$ cat config.mk
export PLATFORM = sky130hd
export DESIGN_NAME = csr_unit
export DESIGN_NICKNAME = d
export VERILOG_FILES = /design/src/verilog/csr_pkg.sv /design/src/verilog/csr_trap_if.sv /design/src/verilog/clint_timer.sv /design/src/verilog/csr_file.sv /design/src/verilog/csr_unit.sv /design/src/verilog/trap_ctrl.sv
export SDC_FILE = /design/constraint.sdc
export NUM_CORES = 2
export LEC_CHECK = 0
export BUFFER_PORTS_ARGS = -buffer_cell sky130_fd_sc_hd__buf_2
export CELL_PAD_IN_SITES_DETAIL_PLACEMENT = 0
export CELL_PAD_IN_SITES_GLOBAL_PLACEMENT = 2
export CORE_ASPECT_RATIO = 2
export CORE_MARGIN = 5
export CORE_UTILIZATION = 34
export DETAILED_ROUTE_END_ITERATION = 10
export PLACE_DENSITY = 0.81
export SETUP_SLACK_MARGIN = 0.02
export SYNTH_ARGS = -nofsm -noshare
export SYNTH_HDL_FRONTEND = slang
export SYNTH_SLANG_ARGS = --single-unit
$ cat constraint.sdc
create_clock -name clk -period 2.8 [get_ports clk]
set_input_delay 0.28 -clock clk [delete_from_list [all_inputs] [get_ports clk]]
set_output_delay 0.28 -clock clk [all_outputs]
set_load 0.02 [all_outputs]
$ cat src/verilog/csr_pkg.sv
`default_nettype none

package csr_pkg;

    parameter int XLEN = 64;

    typedef logic [XLEN-1:0] xlen_t;
    typedef logic [11:0]     csr_addr_t;

    typedef enum logic [1:0] {
        CSR_OP_NONE = 2'd0,
        CSR_OP_RW   = 2'd1,
        CSR_OP_RS   = 2'd2,
        CSR_OP_RC   = 2'd3
    } csr_op_e;

    // machine-mode CSR addresses
    parameter csr_addr_t CSR_MSTATUS   = 12'h300;
    parameter csr_addr_t CSR_MISA      = 12'h301;
    parameter csr_addr_t CSR_MIE       = 12'h304;
    parameter csr_addr_t CSR_MTVEC     = 12'h305;
    parameter csr_addr_t CSR_MSCRATCH  = 12'h340;
    parameter csr_addr_t CSR_MEPC      = 12'h341;
    parameter csr_addr_t CSR_MCAUSE    = 12'h342;
    parameter csr_addr_t CSR_MIP       = 12'h344;
    parameter csr_addr_t CSR_MCYCLE    = 12'hb00;
    parameter csr_addr_t CSR_MINSTRET  = 12'hb02;
    parameter csr_addr_t CSR_MVENDORID = 12'hf11;
    parameter csr_addr_t CSR_MARCHID   = 12'hf12;
    parameter csr_addr_t CSR_MIMPID    = 12'hf13;
    parameter csr_addr_t CSR_MHARTID   = 12'hf14;

    // writable bits
    parameter xlen_t MSTATUS_MASK = 64'h0000_0000_0000_1888;
    parameter xlen_t MIE_MASK     = 64'h0000_0000_0000_0080;

    // mstatus and mie/mip bit positions
    parameter int MSTATUS_MIE  = 3;
    parameter int MSTATUS_MPIE = 7;
    parameter int MSTATUS_MPP  = 11;
    parameter int MTI_BIT      = 7;

    parameter xlen_t CAUSE_ECALL  = 64'd11;
    parameter xlen_t CAUSE_EBREAK = 64'd3;
    parameter xlen_t CAUSE_MTIMER = {1'b1, 63'd7};

    // RV64I
    parameter xlen_t MISA_VALUE    = 64'h8000_0000_0000_0100;
    parameter xlen_t MARCHID_VALUE = 64'd1;

endpackage

`default_nettype wire

$ cat src/verilog/csr_trap_if.sv
`default_nettype none

interface csr_trap_if;
    import csr_pkg::*;

    logic  trap_en;
    logic  ret_en;
    xlen_t cause;
    xlen_t epc;
    xlen_t mtvec;
    xlen_t mepc;
    logic  glob_ie;
    logic  mtie;

    modport trap_side (
        output trap_en,
        output ret_en,
        output cause,
        output epc,
        input  mtvec,
        input  mepc,
        input  glob_ie,
        input  mtie
    );

    modport csr_side (
        input  trap_en,
        input  ret_en,
        input  cause,
        input  epc,
        output mtvec,
        output mepc,
        output glob_ie,
        output mtie
    );

endinterface

`default_nettype wire

$ cat src/verilog/clint_timer.sv
`default_nettype none

module clint_timer #(
    parameter int TIMER_DIV = 1
) (
    input  wire                   clk,
    input  wire                   rst,
    input  wire                   clint_we,
    input  wire                   clint_sel,
    input  wire csr_pkg::xlen_t   clint_wdata,
    output logic                  mtip
);
    import csr_pkg::*;

    localparam int PRE_W = (TIMER_DIV > 1) ? $clog2(TIMER_DIV) : 1;
    localparam logic [PRE_W-1:0] PRE_LAST = PRE_W'(TIMER_DIV - 1);

    logic [PRE_W-1:0] pre_cnt;
    logic             tick;
    xlen_t            mtime;
    xlen_t            mtimecmp;

    assign tick = (pre_cnt == PRE_LAST);

    // writing mtime restarts the prescaler
    always_ff @(posedge clk) begin
        if (rst) begin
            pre_cnt <= '0;
            mtime <= '0;
        end else if (clint_we && !clint_sel) begin
            pre_cnt <= '0;
            mtime <= clint_wdata;
        end else if (tick) begin
            pre_cnt <= '0;
            mtime <= mtime + 1'b1;
        end else begin
            pre_cnt <= pre_cnt + 1'b1;
        end
    end

    // all ones keeps the interrupt off out of reset
    always_ff @(posedge clk) begin
        if (rst) begin
            mtimecmp <= '1;
        end else if (clint_we && clint_sel) begin
            mtimecmp <= clint_wdata;
        end
    end

    always_ff @(posedge clk) begin
        if (rst) begin
            mtip <= 1'b0;
        end else begin
            mtip <= (mtime >= mtimecmp);
        end
    end

endmodule

`default_nettype wire

$ cat src/verilog/csr_file.sv
`default_nettype none

module csr_file (
    input  wire                       clk,
    input  wire                       rst,
    input  wire                       inst_valid,
    input  wire csr_pkg::csr_addr_t   csr_index,
    input  wire csr_pkg::csr_op_e     csr_op,
    input  wire csr_pkg::xlen_t       rs1_data,
    input  wire csr_pkg::xlen_t       imm_csr,
    input  wire                       csr_src,
    input  wire                       mtip,
    output csr_pkg::xlen_t            csr_read,
    csr_trap_if.csr_side              trap_bus
);
    import csr_pkg::*;

    xlen_t wr_src;
    xlen_t csr_old;
    xlen_t csr_nxt;
    logic  csr_we;

    xlen_t mstatus_r;
    xlen_t mtvec_r;
    xlen_t mepc_r;
    xlen_t mcause_r;
    xlen_t mip_r;
    xlen_t mie_r;
    xlen_t mscratch_r;
    xlen_t mcycle_r;
    xlen_t minstret_r;

    assign wr_src = csr_src ? imm_csr : rs1_data;

    // trap or mret on the same instruction drops the write
    assign csr_we = inst_valid && (csr_op != CSR_OP_NONE)
                    && !trap_bus.trap_en && !trap_bus.ret_en;

    always_comb begin
        case (csr_index)
            CSR_MSTATUS:   csr_old = mstatus_r;
            CSR_MISA:      csr_old = MISA_VALUE;
            CSR_MIE:       csr_old = mie_r;
            CSR_MTVEC:     csr_old = mtvec_r;
            CSR_MSCRATCH:  csr_old = mscratch_r;
            CSR_MEPC:      csr_old = mepc_r;
            CSR_MCAUSE:    csr_old = mcause_r;
            CSR_MIP:       csr_old = mip_r;
            CSR_MCYCLE:    csr_old = mcycle_r;
            CSR_MINSTRET:  csr_old = minstret_r;
            CSR_MARCHID:   csr_old = MARCHID_VALUE;
            // mvendorid, mimpid, mhartid and unknown indices
            default:       csr_old = '0;
        endcase
    end

    assign csr_read = csr_old;

    always_comb begin
        case (csr_op)
            CSR_OP_RW: csr_nxt = wr_src;
            CSR_OP_RS: csr_nxt = csr_old | wr_src;
            CSR_OP_RC: csr_nxt = csr_old & ~wr_src;
            default:   csr_nxt = csr_old;
        endcase
    end

    always_ff @(posedge clk) begin
        if (rst) begin
            mstatus_r <= '0;
        end else if (trap_bus.trap_en) begin
            mstatus_r[MSTATUS_MPP+1:MSTATUS_MPP] <= 2'b11;
            mstatus_r[MSTATUS_MPIE] <= mstatus_r[MSTATUS_MIE];
            mstatus_r[MSTATUS_MIE] <= 1'b0;
        end else if (trap_bus.ret_en) begin
            mstatus_r[MSTATUS_MIE] <= mstatus_r[MSTATUS_MPIE];
            mstatus_r[MSTATUS_MPIE] <= 1'b1;
        end else if (csr_we && csr_index == CSR_MSTATUS) begin
            mstatus_r <= csr_nxt & MSTATUS_MASK;
        end
    end

    always_ff @(posedge clk) begin
        if (rst) begin
            mtvec_r <= '0;
            mie_r <= '0;
            mscratch_r <= '0;
        end else if (csr_we) begin
            // direct mode only, base is word aligned
            if (csr_index == CSR_MTVEC) begin
                mtvec_r <= {csr_nxt[XLEN-1:2], 2'b00};
            end
            if (csr_index == CSR_MIE) begin
                mie_r <= csr_nxt & MIE_MASK;
            end
            if (csr_index == CSR_MSCRATCH) begin
                mscratch_r <= csr_nxt;
            end
        end
    end

    always_ff @(posedge clk) begin
        if (rst) begin
            mepc_r <= '0;
            mcause_r <= '0;
        end else if (trap_bus.trap_en) begin
            mepc_r <= trap_bus.epc;
            mcause_r <= trap_bus.cause;
        end else if (csr_we && csr_index == CSR_MEPC) begin
            mepc_r <= csr_nxt;
        end else if (csr_we && csr_index == CSR_MCAUSE) begin
            mcause_r <= csr_nxt;
        end
    end

    // pending timer bit sticks until software clears it
    always_ff @(posedge clk) begin
        if (rst) begin
            mip_r <= '0;
        end else if (csr_we && csr_index == CSR_MIP) begin
            mip_r <= csr_nxt & MIE_MASK;
        end else if (mtip) begin
            mip_r[MTI_BIT] <= 1'b1;
        end
    end

    always_ff @(posedge clk) begin
        if (rst) begin
            mcycle_r <= '0;
        end else if (csr_we && csr_index == CSR_MCYCLE) begin
            mcycle_r <= csr_nxt;
        end else begin
            mcycle_r <= mcycle_r + 1'b1;
        end
    end

    always_ff @(posedge clk) begin
        if (rst) begin
            minstret_r <= '0;
        end else if (csr_we && csr_index == CSR_MINSTRET) begin
            minstret_r <= csr_nxt;
        end else if (inst_valid) begin
            minstret_r <= minstret_r + 1'b1;
        end
    end

    assign trap_bus.mtvec = mtvec_r;
    assign trap_bus.mepc = mepc_r;
    assign trap_bus.glob_ie = mstatus_r[MSTATUS_MIE];
    assign trap_bus.mtie = mie_r[MTI_BIT];

endmodule

`default_nettype wire

$ cat src/verilog/csr_unit.sv
`default_nettype none

module csr_unit #(
    parameter int TIMER_DIV = 1
) (
    input  wire                       clk,
    input  wire                       rst,
    input  wire                       inst_valid,
    input  wire csr_pkg::csr_addr_t   csr_index,
    input  wire csr_pkg::csr_op_e     csr_op,
    input  wire csr_pkg::xlen_t       rs1_data,
    input  wire csr_pkg::xlen_t       imm_csr,
    input  wire csr_pkg::xlen_t       inst_addr,
    input  wire                       csr_src,
    input  wire                       inst_ecall,
    input  wire                       inst_ebreak,
    input  wire                       inst_mret,
    input  wire                       clint_we,
    input  wire                       clint_sel,
    input  wire csr_pkg::xlen_t       clint_wdata,
    output logic                      csr_trap,
    output csr_pkg::xlen_t            csr_nxt_pc,
    output csr_pkg::xlen_t            csr_read
);

    wire mtip;

    csr_trap_if trap_bus ();

    csr_file csr_file_inst (
        .clk        (clk),
        .rst        (rst),
        .inst_valid (inst_valid),
        .csr_index  (csr_index),
        .csr_op     (csr_op),
        .rs1_data   (rs1_data),
        .imm_csr    (imm_csr),
        .csr_src    (csr_src),
        .mtip       (mtip),
        .csr_read   (csr_read),
        .trap_bus   (trap_bus.csr_side)
    );

    trap_ctrl trap_ctrl_inst (
        .inst_valid  (inst_valid),
        .inst_ecall  (inst_ecall),
        .inst_ebreak (inst_ebreak),
        .inst_mret   (inst_mret),
        .inst_addr   (inst_addr),
        .mtip        (mtip),
        .csr_trap    (csr_trap),
        .csr_nxt_pc  (csr_nxt_pc),
        .trap_bus    (trap_bus.trap_side)
    );

    // timer interrupt feeds both mip and the trap logic
    clint_timer #(
        .TIMER_DIV (TIMER_DIV)
    ) clint_timer_inst (
        .clk         (clk),
        .rst         (rst),
        .clint_we    (clint_we),
        .clint_sel   (clint_sel),
        .clint_wdata (clint_wdata),
        .mtip        (mtip)
    );

endmodule

`default_nettype wire

$ cat src/verilog/trap_ctrl.sv
`default_nettype none

module trap_ctrl (
    input  wire                   inst_valid,
    input  wire                   inst_ecall,
    input  wire                   inst_ebreak,
    input  wire                   inst_mret,
    input  wire csr_pkg::xlen_t   inst_addr,
    input  wire                   mtip,
    output logic                  csr_trap,
    output csr_pkg::xlen_t        csr_nxt_pc,
    csr_trap_if.trap_side         trap_bus
);
    import csr_pkg::*;

    logic  irq_pending;
    logic  take_trap;
    logic  take_ret;
    xlen_t trap_cause;

    // timer interrupt is only seen when enabled globally and locally
    assign irq_pending = trap_bus.glob_ie && trap_bus.mtie && mtip;

    assign take_trap = inst_valid && (irq_pending || inst_ecall || inst_ebreak);

    // an mret hit by an interrupt is replaced by the trap
    assign take_ret = inst_valid && inst_mret && !take_trap;

    always_comb begin
        if (irq_pending) begin
            trap_cause = CAUSE_MTIMER;
        end else if (inst_ecall) begin
            trap_cause = CAUSE_ECALL;
        end else begin
            trap_cause = CAUSE_EBREAK;
        end
    end

    assign trap_bus.trap_en = take_trap;
    assign trap_bus.ret_en = take_ret;
    assign trap_bus.cause = trap_cause;
    assign trap_bus.epc = inst_addr;

    always_comb begin
        if (take_trap) begin
            csr_nxt_pc = trap_bus.mtvec;
        end else begin
            csr_nxt_pc = trap_bus.mepc;
        end
    end

    assign csr_trap = take_trap || take_ret;

endmodule

`default_nettype wire
==> metrics.md <==
| Metric | Value |
|---|---|
| Crit path kind | in2out |
| Fraction of registers with async set/reset | 0 |
| DIE AREA | 93150 um2 |
| Worst-path maximum fanout | 18 |
| IO Port Bufs | 407 |
| Total number of vias | 32460 |
| Longest Clk Path Bufs | 3 |
| Ranking of synthesized cells by area | dfxtp_1 35%, nand2_1 8.5%, nand3_1 5.3% |
| Max cap viols | 0 |
| PD cells | 476.6 nW/um2 |
| Detail Route Antenna Nets | 0 |
| Clk_lat worst skew | 0.65 ns |
| Clk root buf | clkbuf_16 |
| Initial antenna violation count | 2 |
| Crit. End Element | output port |
| Top-count cell post-synth | nand2_1 |
| Setup TNS | 0 ns |
| VDD IR max | 0.4117 mV |
| Chip Width | 218.3 um |
| Min-delay worst type | in2reg |
| Wire length per cell | 24.71 um |
| Nets | 4771 |
| GPL Wtd Cong | 0.9617 |
| Rel. slew slack | 0.4364 |
| Vias in the first global route | 31760 |
| Core region area | 86530 um2 |
| Cell count of the worst hold path | 3 |
| Max Slew Vio Count | 0 |
| Combinational share of power | 0.135 |
| H-Tree Depth | 2 |
| Starting density of the core | 0.3411 |
| Yosys top cell area share | 0.3514 |
| Sink Count | 518 |
| Min-delay src | inst_addr[45] |
| Synth top cells by count | 668 x nand2_1, 518 x dfxtp_1, 310 x nand3_1, 256 x nor2_1, 226 x o21ai_0 |
| Die height | 426.7 um |
| Cells after Synth | 3801 |
| Drt drc | 0 |
| Skew final | 0.02793 ns |
| Slew @ Worst Pin | 0.8404 ns |
| GRT overflow | 0 |
| Netlist cell types | 94 |
| R2R Path Start | clint_timer_inst.mtip$_SDFF_PP0_ |
| Share of cells above drive strength 1 | 0.2189 |
| Cell Count, Final, Fillers Out | 5630 |
| Vias per cell | 5.766 |
| Clock slew at reported path FFs | 0.07 ns |
| Setup ws final | 0.1072 ns |
| Hpwl dp | 101100 um |
| Reg power frac | 0.427 |
| DRT iter0 DRCs | 3402 |
| Fin util | 0.4436 |
| Worst EP arrival | 2.41 ns |
| Area leader, netlist | dfxtp_1 |
| RSZ-0062 raised after global routing | no |
| Mapped Area | 29510 um2 |
| Crit share post-route | 0.9617 |
| Syn Nets | 4147 |
| FF+latch count, synth | 518 |
| Synthesis-to-finish area growth | 30.06% |
| CP Data Required Time | 2.52 ns |
| DRT Pass-1 Iters | 9 |
| Startpoint Class | primary input |
| R2r setup slk | 0.13 ns |
| Fillers | 8834 |
| I/O Pins | 408 |
| FF-to-FF path depth | 8 |
| Global-route usage over all layers | 0.2858 |
| Placed cells | 5403 |
| Switching part of the total power | 0.2777 |
| Minimum clock period | 2.693 ns |
| Largest net degree at the start of global routing | 78 |
| TritonCTS clock tree | built |
| Status | complete, no violations |
| Switching pwr | 0.005079 W |
| Syn. warnings | 0 |
| Pleak | 15.98 nW |
| WHS Endpoint | csr_file_inst.trap_bus.mepc[45]$_SDFFE_PP0P_ |
| Internal power | 0.01321 W |
| Worst flop-to-flop path endpoint | csr_file_inst.trap_bus.mepc[58]$_SDFFE_PP0P_ |
| Hold Vio Cnt, Final | 0 |
| First-pass GRT wire length | 205500 um |
| Setup Viol. Count Final | 0 |
| Power share of the clock group | 0.438 |
| Total Wirelength | 139100 um |
| Post-synthesis sequential area ratio | 0.3514 |
| Dpl ws | -0.1465 ns |
| Diodes inserted | 0 |
| F_max | 371.4 MHz |
| Post-synth EDFFs | 0 |
| CTS Buf Count | 52 |
| Top_reg_cell synth | dfxtp_1 |
| Row count | 153 |
| Syn_area_per_cell | 7.764 um2 |
==> state kept, by name, indices dropped and copies added (netlist names) <==
signal,flops
clint_timer_inst.mtime,64
clint_timer_inst.mtimecmp,64
clint_timer_inst.mtip,1
clint_timer_inst.pre_cnt,1
csr_file_inst.mcause_r,64
csr_file_inst.mcycle_r,64
csr_file_inst.mie_r,1
csr_file_inst.minstret_r,64
csr_file_inst.mip_r,1
csr_file_inst.mscratch_r,64
csr_file_inst.mstatus_r,4
csr_file_inst.trap_bus.mepc,64
csr_file_inst.trap_bus.mtvec,62
==> layout by cell type (no fill, tap or decap), types with 10 or more instances in the layout <==
cell,n
nand2_1,663
dfxtp_1,517
buf_2,405
nand3_1,309
buf_4,289
nor2_1,252
o21ai_0,226
a211oi_1,130
dlygate4sd3_1,127
a21oi_1,125
inv_1,97
xor2_1,94
nand4_1,93
xnor2_1,81
a222oi_1,79
and3_1,68
ha_1,67
a22oi_1,55
buf_12,55
o22ai_1,53
mux2_2,53
clkbuf_16,52
nor3_1,42
a31oi_1,42
o221ai_1,38
mux2i_1,34
and4_1,34
o211ai_1,32
and2_1,28
nor4_1,23
a211o_1,15
a21o_1,14
a311oi_1,14
clkbuf_8,14
or3_1,12
a22o_1,10
==> power groups by stage <==
stage / sequential, W / clock, W / combinational (W)
2_1_floorplan: 0.00790 / 0 / 0.00127
3_3_place_gp: 0.00796 / 0 / 0.00227
3_5_place_dp: 0.00796 / 0 / 0.00229
4_1_cts: 0.00780 / 0.00818 / 0.00245
5_1_grt: 0.00783 / 0.00840 / 0.00267
6_report: 0.00780 / 0.00802 / 0.00247
==> critical path, stage by stage <==
cell      delay [ns]
buf_2           0.13
or4b_1          0.52
buf_4           0.19
nor4_4          0.36
buf_12          0.24
a222oi_1        0.10
and2_1          0.22
inv_1           0.16
buf_2           0.20
==> cell families (layout without fill, tap and decap cells) <==
kind of cell | Yosys count | in the layout | synth area share
compound gates | 923 | 923 | 0.2169
xor+xnor | 175 | 175 | 0.05194
fa+ha+maj | 67 | 67 | 0.02841
buf+inv | 410 | 1077 | 0.05825
flops | 518 | 518 | 0.3514
mux | 87 | 87 | 0.03175
other cells | 1 | 1 | 0.0001271
simple gates | 1620 | 1620 | 0.2612
==> through the flow <==
| stage | cell area, um2 | hold WS, ns | power [W] |
|---|---|---|---|
| 5_1_grt | 38380 | 0.06221 | 0.01890 |
| 3_5_place_dp | 35110 | 0.4425 | 0.01026 |
| 3_3_place_gp | 35110 | 0.4292 | 0.01023 |
| 4_1_cts | 38320 | 0.01161 | 0.01843 |
| 6_report | 38380 | 0.07397 | 0.01829 |
| 2_1_floorplan | 29510 | 0.4097 | 0.009173 |
==> repair_timing <==
action                     in CTS  in global routing
hold endpoints to repair      188                  0
setup endpoints to repair     113                109
buffers inserted                2                  1
hold buffers                  127                  0
pin swaps                       2                  4
cloned                          0                  0
gates resized for setup         5                 11
==> routing by layer <==
| metal | part of all wire | vias to the layer above | GRT usage |
|---|---|---|---|
| li1 | - | 15140 | - |
| met1 | 0.42 | 15490 | 0.3752 |
| met2 | 0.46 | 1543 | 0.4724 |
| met3 | 0.077 | 280 | 0.03752 |
| met4 | 0.049 | 2 | 0.1192 |
| met5 | 0.000093 | - | 0 |
==> how the worst max path moves through the flow <==
stage / startpoint / end / depth (start not counted)
6_report: csr_index[0] / csr_read[9] / 9
4_1_cts: clint_timer_inst.mtip$_SDFF_PP0_ / csr_file_inst.mscratch_r[33]$_SDFFE_PP0P_ / 9
3_3_place_gp: clint_timer_inst.mtip$_SDFF_PP0_ / csr_file_inst.mscratch_r[55]$_SDFFE_PP0P_ / 9
5_1_grt: csr_index[0] / csr_read[57] / 11
3_5_place_dp: clint_timer_inst.mtip$_SDFF_PP0_ / csr_file_inst.mscratch_r[18]$_SDFFE_PP0P_ / 8
2_1_floorplan: csr_index[1] / csr_read[47] / 10
==> layout make-up <==
type,instances,area [um2],area share
well taps,1162,1454,0.03788
clock inverters,23,384.1,0.01001
repair buffers,881,6661,0.1736
multi-input cells,2873,17610,0.4588
clock buffers,74,1524,0.03970
flip-flops and latches,518,10370,0.2702
inverters,99,376.6,0.009812
Power figures use the tool's default switching activity.
